$ cat src/include/rp_defines.svh
////////////////////////////////////////
// fixed board widths and register map
// offsets are byte addresses on an 8-bit bus
////////////////////////////////////////

`ifndef RP_DEFINES_SVH
`define RP_DEFINES_SVH

// sample streams
`define RP_SAMPLE_W       14  // ADC and DAC word width
`define RP_ADC_FILL_BITS  2   // low ADC bits overwritten with bit 2

// wishbone
`define RP_ADR_W          8   // byte address
`define RP_DAT_W          32  // data bus

// register map
`define RP_OFS_ID         8'h00  // identification, read only
`define RP_OFS_CFG        8'h04  // bit 0 digital loopback
`define RP_OFS_LED        8'h08  // led byte

// identification word, "RP" plus a revision
`define RP_ID_VALUE       32'h5250_0001

`endif

$ cat src/rtl/rp_bus_pkg.sv
////////////////////////////////////////
// wishbone classic request/response types
// single master, no bursts, no tags
////////////////////////////////////////

`include "rp_defines.svh"

package rp_bus_pkg;

  ////////////////////////////////////////
  // bus payloads

  // driven by the master
  typedef struct packed {
    logic                 cyc;  // cycle in progress
    logic                 stb;  // strobe
    logic                 we;   // 1 write, 0 read
    logic [`RP_ADR_W-1:0] adr;  // byte address
    logic [`RP_DAT_W-1:0] dat;  // write data
  } wb_req_t;

  // driven by the slave
  typedef struct packed {
    logic                 ack;  // access done
    logic                 err;  // unmapped offset
    logic [`RP_DAT_W-1:0] dat;  // read data, valid with ack
  } wb_rsp_t;

  ////////////////////////////////////////
  // decode and control

  // register offsets
  typedef enum logic [`RP_ADR_W-1:0] {
    REG_ID  = `RP_OFS_ID,
    REG_CFG = `RP_OFS_CFG,
    REG_LED = `RP_OFS_LED
  } reg_ofs_e;

  // slave phases
  typedef enum logic {
    BUS_IDLE,  // waiting for cyc & stb
    BUS_ACK    // answering, one clock
  } bus_state_e;

endpackage

$ cat src/rtl/rp_data_pkg.sv
////////////////////////////////////////
// sample stream types, two channels fixed
////////////////////////////////////////

`include "rp_defines.svh"

package rp_data_pkg;

  // two's complement sample
  typedef logic signed [`RP_SAMPLE_W-1:0] sample_t;

  // one sample per channel per adc_clk
  typedef struct packed {
    sample_t ch_a;  // channel A / out 1
    sample_t ch_b;  // channel B / out 2
  } sample_pair_t;

  // sum of two samples, one guard bit
  typedef logic signed [`RP_SAMPLE_W:0] sum_t;

endpackage

$ cat src/rtl/rp_regs.sv
////////////////////////////////////////
// wishbone classic slave, answers one clock after the request
// master must drop stb for a clock after ack or err
////////////////////////////////////////

`include "rp_defines.svh"

module rp_regs (
  input  logic                adc_clk,
  input  logic                reset_i,
  input  rp_bus_pkg::wb_req_t wb_req_i,
  output rp_bus_pkg::wb_rsp_t wb_rsp_o,
  output logic                digital_loop_o,
  output logic [8-1:0]        led_o
);

////////////////////////////////////////
// local signals

rp_bus_pkg::bus_state_e state_q;  // idle or ack phase
logic                   req;      // new access this clock
logic                   hit;      // mapped offset
logic                   sel_cfg;  // config register addressed
logic                   sel_led;  // led register addressed
logic [`RP_DAT_W-1:0]   rdat;     // read mux
logic [`RP_DAT_W-1:0]   rdat_q;   // read data held for the ack cycle
logic                   err_q;    // answer with err instead of ack
logic                   loop_q;   // digital loopback enable
logic [8-1:0]           led_q;    // led byte as written

// only start while idle, held request during ack is the same access
assign req = wb_req_i.cyc & wb_req_i.stb & (state_q == rp_bus_pkg::BUS_IDLE);

////////////////////////////////////////
// offset decode and read mux

always_comb
begin
  hit     = 1'b1;
  sel_cfg = 1'b0;
  sel_led = 1'b0;
  rdat    = '0;  // unused bits read zero
  case (rp_bus_pkg::reg_ofs_e'(wb_req_i.adr))
    rp_bus_pkg::REG_ID:
    begin
      rdat = `RP_ID_VALUE;  // writes ignored
    end
    rp_bus_pkg::REG_CFG:
    begin
      sel_cfg = 1'b1;
      rdat[0] = loop_q;
    end
    rp_bus_pkg::REG_LED:
    begin
      sel_led   = 1'b1;
      rdat[7:0] = led_q;  // unswapped on read
    end
    default:
    begin
      hit = 1'b0;  // err
    end
  endcase
end

////////////////////////////////////////
// bus FSM

always_ff @(posedge adc_clk)
begin
  if (reset_i)
  begin
    state_q <= rp_bus_pkg::BUS_IDLE;
    err_q   <= 1'b0;
  end
  else
  begin
    case (state_q)
      rp_bus_pkg::BUS_IDLE:
      begin
        if (req)
        begin
          state_q <= rp_bus_pkg::BUS_ACK;
          err_q   <= ~hit;
        end
      end
      default:
      begin
        state_q <= rp_bus_pkg::BUS_IDLE;  // single clock answer
      end
    endcase
  end
end

// capture read data with the request
always_ff @(posedge adc_clk)
begin
  if (req)
    rdat_q <= rdat;
end

////////////////////////////////////////
// registers, written on the edge that raises ack

always_ff @(posedge adc_clk)
begin
  if (reset_i)
  begin
    loop_q <= 1'b0;
    led_q  <= '0;
  end
  else if (req & wb_req_i.we)
  begin
    if (sel_cfg)
      loop_q <= wb_req_i.dat[0];
    if (sel_led)
      led_q <= wb_req_i.dat[7:0];
  end
end

assign wb_rsp_o = '{ack: (state_q == rp_bus_pkg::BUS_ACK) & ~err_q,
                    err: (state_q == rp_bus_pkg::BUS_ACK) &  err_q,
                    dat: rdat_q};

assign digital_loop_o = loop_q;
assign led_o          = {led_q[3:0], led_q[7:4]};  // nibbles swapped on the board

endmodule

$ cat src/rtl/rp_adc_path.sv
////////////////////////////////////////
// ADC words arrive deserialized and aligned to adc_clk
// one register from input to adc_dat_o
////////////////////////////////////////

`include "rp_defines.svh"

module rp_adc_path (
  input  logic                     adc_clk,
  input  logic                     reset_i,
  input  rp_data_pkg::sample_pair_t adc_dat_i,       // raw ADC A / ADC B
  input  rp_data_pkg::sample_pair_t dac_word_i,      // DAC word before its registers
  input  logic                     digital_loop_i,
  output rp_data_pkg::sample_pair_t adc_dat_o
);

////////////////////////////////////////
// formatting

// low bits are noisy on this converter, replicate bit 2 into them
function automatic rp_data_pkg::sample_t fmt_adc(input rp_data_pkg::sample_t raw);
  return {raw[`RP_SAMPLE_W-1:`RP_ADC_FILL_BITS],
          {`RP_ADC_FILL_BITS{raw[`RP_ADC_FILL_BITS]}}};
endfunction

rp_data_pkg::sample_pair_t adc_sw;  // formatted and crossed

// board routes ADC B to channel A and ADC A to channel B
always_comb
begin
  adc_sw.ch_a = fmt_adc(adc_dat_i.ch_b);  // adc_b -> ch_a
  adc_sw.ch_b = fmt_adc(adc_dat_i.ch_a);  // adc_a -> ch_b
end

////////////////////////////////////////
// loopback select and output register

always_ff @(posedge adc_clk)
begin
  if (reset_i)
  begin
    adc_dat_o <= '0;
  end
  else
  begin
    // loopback keeps channel order, DAC side already crosses at its pins
    adc_dat_o <= digital_loop_i ? dac_word_i : adc_sw;
  end
end

endmodule

$ cat src/rtl/rp_dac_path.sv
////////////////////////////////////////
// generator plus feedback per channel, saturated then inverted
// DAC has negative slope, two registers to the pins
////////////////////////////////////////

`include "rp_defines.svh"

module rp_dac_path (
  input  logic                     adc_clk,
  input  logic                     reset_i,
  input  rp_data_pkg::sample_pair_t asg_dat_i,    // generator samples
  input  rp_data_pkg::sample_pair_t pid_dat_i,    // feedback controller samples
  output rp_data_pkg::sample_pair_t dac_word_o,   // combinational, to loopback
  output rp_data_pkg::sample_pair_t dac_dat_o,    // to DAC pins, crossed
  output logic                     dac_reset_o
);

////////////////////////////////////////
// sum, clamp, invert

// top two bits differ only when the sum left the 14-bit range
function automatic rp_data_pkg::sample_t sat_inv(input rp_data_pkg::sum_t sum);
  rp_data_pkg::sample_t sat;
  if (sum[`RP_SAMPLE_W] != sum[`RP_SAMPLE_W-1])
    sat = {sum[`RP_SAMPLE_W], {(`RP_SAMPLE_W-1){~sum[`RP_SAMPLE_W]}}};  // clamp to sign
  else
    sat = sum[`RP_SAMPLE_W-1:0];
  return ~sat;  // neg-slope code
endfunction

rp_data_pkg::sum_t         sum_a;  // ch A, one guard bit
rp_data_pkg::sum_t         sum_b;  // ch B
rp_data_pkg::sample_pair_t dac_q;  // first stage

assign sum_a = $signed(asg_dat_i.ch_a) + $signed(pid_dat_i.ch_a);  // sign extended
assign sum_b = $signed(asg_dat_i.ch_b) + $signed(pid_dat_i.ch_b);

assign dac_word_o = '{ch_a: sat_inv(sum_a), ch_b: sat_inv(sum_b)};

////////////////////////////////////////
// output registers

always_ff @(posedge adc_clk)
begin
  if (reset_i)
  begin
    dac_q     <= '0;
    dac_dat_o <= '0;
  end
  else
  begin
    dac_q          <= dac_word_o;
    dac_dat_o.ch_a <= dac_q.ch_b;  // ch_b -> dac_a
    dac_dat_o.ch_b <= dac_q.ch_a;  // ch_a -> dac_b
  end
end

// DAC reset trails system reset by one clock
always_ff @(posedge adc_clk)
begin
  dac_reset_o <= reset_i;
end

endmodule

$ cat src/rtl/rp_top.sv
////////////////////////////////////////
// single clock domain, everything on adc_clk
// generator and feedback streams come in as ports
////////////////////////////////////////

module rp_top (
  input  logic                      adc_clk,
  input  logic                      reset_i,
  // register bus
  input  rp_bus_pkg::wb_req_t       wb_req_i,
  output rp_bus_pkg::wb_rsp_t       wb_rsp_o,
  // sample streams
  input  rp_data_pkg::sample_pair_t adc_dat_i,   // raw ADC A / ADC B
  input  rp_data_pkg::sample_pair_t asg_dat_i,   // generator
  input  rp_data_pkg::sample_pair_t pid_dat_i,   // feedback controller
  output rp_data_pkg::sample_pair_t adc_dat_o,   // acquired ch A / ch B
  output rp_data_pkg::sample_pair_t dac_dat_o,   // DAC pins
  output logic                      dac_reset_o,
  // board
  output logic [8-1:0]              led_o
);

////////////////////////////////////////
// local signals

logic                      digital_loop;  // from config register
rp_data_pkg::sample_pair_t dac_word;      // DAC code before pipeline

////////////////////////////////////////
// register block

rp_regs i_regs (
  .adc_clk        (adc_clk     ),
  .reset_i        (reset_i     ),
  .wb_req_i       (wb_req_i    ),
  .wb_rsp_o       (wb_rsp_o    ),
  .digital_loop_o (digital_loop),
  .led_o          (led_o       )  // already nibble swapped
);

////////////////////////////////////////
// acquisition

rp_adc_path i_adc (
  .adc_clk        (adc_clk     ),
  .reset_i        (reset_i     ),
  .adc_dat_i      (adc_dat_i   ),
  .dac_word_i     (dac_word    ),  // loopback source
  .digital_loop_i (digital_loop),
  .adc_dat_o      (adc_dat_o   )
);

////////////////////////////////////////
// generation

rp_dac_path i_dac (
  .adc_clk        (adc_clk     ),
  .reset_i        (reset_i     ),
  .asg_dat_i      (asg_dat_i   ),
  .pid_dat_i      (pid_dat_i   ),
  .dac_word_o     (dac_word    ),
  .dac_dat_o      (dac_dat_o   ),
  .dac_reset_o    (dac_reset_o )
);

endmodule

$ cat config.mk
export PLATFORM = sky130hd
export DESIGN_NAME = rp_top
export DESIGN_NICKNAME = d
export VERILOG_FILES = /design/src/rtl/rp_bus_pkg.sv /design/src/rtl/rp_data_pkg.sv /design/src/rtl/rp_regs.sv /design/src/rtl/rp_adc_path.sv /design/src/rtl/rp_dac_path.sv /design/src/rtl/rp_top.sv
export VERILOG_INCLUDE_DIRS = /design/src /design/src/include
export SDC_FILE = /design/constraint.sdc
export NUM_CORES = 1
export LEC_CHECK = 0
export BUFFER_PORTS_ARGS = -buffer_cell sky130_fd_sc_hd__buf_2
export CORE_ASPECT_RATIO = 1.75
export CORE_MARGIN = 2
export CORE_UTILIZATION = 40
export CTS_CLUSTER_DIAMETER = 100
export CTS_CLUSTER_SIZE = 12
export DETAILED_ROUTE_END_ITERATION = 10
export PLACE_DENSITY = 0.67
export SYNTH_ARGS = -nofsm -noshare
export SYNTH_HDL_FRONTEND = slang
export SYNTH_HIERARCHICAL = 1
export SYNTH_SLANG_ARGS = --single-unit
$ cat constraint.sdc
create_clock -name adc_clk -period 3.57 [get_ports adc_clk]
set_input_delay 0.8925 -clock adc_clk [delete_from_list [all_inputs] [get_ports adc_clk]]
set_output_delay 0.8925 -clock adc_clk [all_outputs]
set_load 0.005 [all_outputs]
=== Word level (Yosys, flattened, before mapping) ===
Cells that the tools add are included.
W data, S select, Z words.

* Output and inout bits: 99
* Register bits: 128
* Logic and storage cells: 46

* Bitwise logic cells: 12
* Mux-type cells: 9
* Add/sub/neg operators: 2
* Reduce and logical (&&, ||, !) cells: 6
* Equal/unequal tests: 4

{| class="wikitable"
|+ Operators by type and width
! kind !! number
|-
| $add A14 B14 Y15 || 2
|-
| $mux W14 || 2
|-
| $mux W28 || 1
|-
| $not A14 Y14 || 2
|-
| $mux W23 || 1
|-
| $eq A8 B3 Y1 const B || 1
|-
| $eq A8 B4 Y1 const B || 1
|-
| $logic_not A8 Y1 || 1
|-
| $reduce_and A2 Y1 || 3
|-
| $and A1 B1 Y1 || 5
|-
| $not A1 Y1 || 5
|-
| $mux W1 || 4
|-
| $pmux W1 S3 || 1
|-
| $reduce_or A3 Y1 || 1
|-
| $ne A1 B1 Y1 || 2
|-
| $reduce_or A2 Y1 || 1
|}

=== Logic depth before layout (Yosys ltp) ===
* Word-level depth: 5
* Mapped depth: 14
* Gate-level depth less buffers: 12

=== Cells and area by module ===
The synthesis kept the hierarchy.

{| class="wikitable"
|+ Modules (own cells, without submodules)
! module !! area an instance (um^2) !! sequential area each (um^2) !! instances !! cells each
|-
| rp_dac_path || 3,851.2 || 1,141.1 || 1 || 433
|-
| rp_regs || 1,092.3 || 490.5 || 1 || 100
|-
| rp_adc_path || 992.2 || 560.5 || 1 || 92
|}

=== Worst setup path before layout ===
OpenSTA, ideal clock, no wires.

* Path kind: in2reg
* Start: input port asg_dat_i[0] (netlist name)
* End: register i_adc/adc_dat_o[3] (netlist name)
* Stages: 14
* Data arrival time: 3.022 ns
* Data required time: 3.453 ns
* Setup slack: 0.431 ns
* Library setup time: 0.117 ns
* Path through: ha_1 -> inv_1 -> fa_1 -> nor2b_1 -> o2111ai_1 -> a31oi_1 -> o22ai_2 -> or2_1 -> buf_4 -> buf_6 -> a211oi_1 -> a21oi_1 -> mux2i_1 -> nor2_1

{| class="wikitable"
|+ RTL lines
! what !! RTL line !! source
|-
| from (decl) || rp_top.sv:14 || <nowiki>input rp_data_pkg::sample_pair_t asg_dat_i,</nowiki>
|}

==> reports/results.tsv <==
metric	value	unit
status	finished clean	
placement_rows	58	
core	0.0144	mm^2
cts-htree-levels	3	
cell_depth_of_the_worst_flop_to_flop_path	3	
post-place-ws	0.0458	ns
drt_iter0_markers	106	
ioPinCount	228	
antenna_left	0	
synth_seq_area_share	0.369	
ys_warn_count	6	
fp.dieArea	0.0159	mm^2
setup_viol_count_final	0	
cts_hold_buffers_added	0	
period_needed	3.18	ns
cts_sinks	105	
detail_route.wirelength	15.2	mm
synth_async_sr_flop_share	0	
cts_setup_buffers	0	
ctsRootBufferMaster	sky130_fd_sc_hd__clkbuf_16	
worstHoldPathCells	1	
max-cap-violations	0	
antenna_violations_before_repair	1	
gp_congestion	0.944	
die_height	165	um
fill_cells	1392	
final_layout_size_suffix_gt1_frac	0.369	
grt_first_pass_wirelength	23.4	mm
placement.io_buffers	180	
wl_per_cell	15.0	um
synth_flop_cell	sky130_fd_sc_hd__dfxtp_1	
rsz0062_at_grt	no	
p_leak	3.38	nW
grt-ovfl-total	0	
post_synth_instance_area	0.00594	mm^2
timing.final.max_slew_violations	0	
synth_unique_cells	65	
hpwlAfterDp	12.1	mm
track_usage	0.190	
critical_path.cell_chain	buf_2 > ha_1 > inv_1 > fa_1 > nor2b_1 > o2111ai_1 > a31oi_1 > o22ai_2 > or2_1 > buf_4 > a211oi_2 > a21oi_1 > nand2_1 > a21oi_1	
critical_path.most_common_cell	sky130_fd_sc_hd__a21oi_1	
avgViaCountPerCell	5.14	
worst-path-max-fanout	11	
drcViolationCount	0	
holdCritPathClass	flop to flop	
critical-path-top-delay-family	compound AO/OA/AOI/OAI gates	
detail_route.first_pass.iterations	4	
layout_worst_path_cycle_share	0.892	
critical_path_cell_count	14	
setup-tns-final	0	ns
post_cts_resize_count	0	
cp_data_required_time	3.79	ns
final_report_hold_violation_count	0	
max-clock-path-buffers	2	
nets	986	
vdd_drop_max	0.228	mV
reg2reg_setup_slack	1.83	ns
syn_inst	625	
worst_slew_margin_rel	0.330	
vias	5202	
number_of_buffers_created_by_cts	9	
worst_skew_pair.late_latency	0.34	ns
endpoint_kind	flop	
syn_area_cell	9.50	um^2
path_clk_slew	0.07	ns
fp.dieW	96.1	um
utilization	0.517	
finalWorstSetupSlack	0.386	ns
timing.critical_path.slowest_stage_cell	sky130_fd_sc_hd__or2_1	
timing_worst_slew_pin_value	1.01	ns
power_density	447	mW/mm^2
tritoncts	done	
postSynthRegisterBits	105	
startpoint_class	input pin	
first_global_vias	4876	
cp.arrival	3.40	ns
crit_type	input pin to flop	
clock.fmax	314	MHz
maximum_number_of_pins_on_one_net_before_global_route_repair	49	
area.growth.synth_to_final	25.9	%
floorplan.initialDensity	0.411	
critical_path_buf_inv_count	3	
synth_enable_flop_cells	9	
fin_worst_skew	0.00748	ns
worst_path_largest_cell_delay	0.40	ns
-- path summary, 6_finish.rpt --
kind | endpoint | start
min reg2reg | i_dac/dac_dat_o[17] | i_dac/dac_q[3]
max reg2reg | i_regs/led_q[7] | i_regs/state_q
min | i_dac/dac_dat_o[17] | i_dac/dac_q[3]
max | i_adc/adc_dat_o[0] | asg_dat_i[0]
-- layout by cell type, fill, tap and decap left out, drive strengths merged, types with 21 or more instances in the layout --
master and count:
a211oi 40, nor2 42, a21oi 67, dfxtp 96
ha 28, nand3 30, nand2b 23, mux2i 33
inv 21, nor2b 37, buf 234
-- flip-flops by register name, indices dropped and copies added, names as in the netlist --
signal and count:
i_dac/dac_dat_o 28, i_dac/dac_reset_o 1, i_regs/state_q 1, i_regs/rdat_q 9, i_adc/adc_dat_o 28, i_regs/led_q 8
i_dac/dac_q 28, i_regs/err_q 1, i_regs/digital_loop_o 1
-- metrics by stage --
stage               area (um^2)  hold WS [ns]  cells  power [W]
finish                     7470         0.435   1013    0.00334
global route               7470         0.453   1012    0.00353
CTS                        7470         0.437   1012    0.00338
detailed placement         7150         0.421    996    0.00232
global placement           7150         0.418    996    0.00231
floorplan                  6000         0.414    643    0.00197
-- Yosys cell counts, drive strengths merged (2+ instances only) --
cell | count | share of area
nand3 | 30 | 0.025
a21boi | 2 | 0.0025
a41o | 2 | 0.0034
a211oi | 40 | 0.062
edfxtp | 9 | 0.046
a221o | 2 | 0.0034
ha | 28 | 0.059
maj3 | 2 | 0.0034
mux2i | 33 | 0.056
xor2 | 10 | 0.015
o211ai | 4 | 0.0082
clkinv | 2 | 0.0013
nor2b | 37 | 0.039
xnor2 | 10 | 0.015
o2111ai | 4 | 0.0059
a21oi | 67 | 0.065
a2111oi | 2 | 0.0030
a31oi | 2 | 0.0021
nand2 | 13 | 0.0082
a21o | 8 | 0.010
and3 | 9 | 0.011
o22ai | 4 | 0.0063
and2 | 12 | 0.013
clkbuf | 17 | 0.011
a211o | 4 | 0.0059
buf | 44 | 0.059
nand2b | 23 | 0.028
inv | 17 | 0.011
o2bb2ai | 2 | 0.0030
a31o | 4 | 0.0059
a221oi | 2 | 0.0051
nor2 | 42 | 0.027
o31ai | 8 | 0.012
mux2 | 2 | 0.0038
o21ai | 14 | 0.012
or3 | 2 | 0.0021
or2 | 2 | 0.0021
and3b | 2 | 0.0030
dfxtp | 96 | 0.32
fa | 2 | 0.0067
a22oi | 2 | 0.0025
-- power by group --
| part | internal [W] | switching, W |
|---|---|---|
| sequential | 0.00129 | 0.0000208 |
| clock | 0.000581 | 0.000464 |
| combinational | 0.000457 | 0.000526 |
-- cell families after synthesis --
| kind of cell | share of synthesized area |
|---|---|
| simple gates | 0.171 |
| flops | 0.369 |
| other cells | 0.000632 |
| fa+ha+maj | 0.0691 |
| xor+xnor | 0.0295 |
| buf+inv | 0.0816 |
| mux | 0.0594 |
| compound gates | 0.220 |
-- metal layers --
layer	vias up	GRT usage	share of wire
met4	2	0.116	0.054
met1	2392	0.185	0.35
met3	42	0.0363	0.048
met5	-	0	0.00072
li1	2607	-	-
met2	159	0.357	0.54
-- cell type report --
type,count,area (um^2),share of cell area
Antenna cell,1,2.50,0.000335
Clock buffer,10,239,0.0320
Clock inverter,6,80.1,0.0107
Inverter,19,71.3,0.00954
Multi-Input combinational cell,458,3330,0.445
Sequential cell,105,2190,0.294
Tap cell,180,225,0.0301
Timing Repair Buffer,234,1330,0.178
Note: power is estimated with default switching activity, not from simulation.
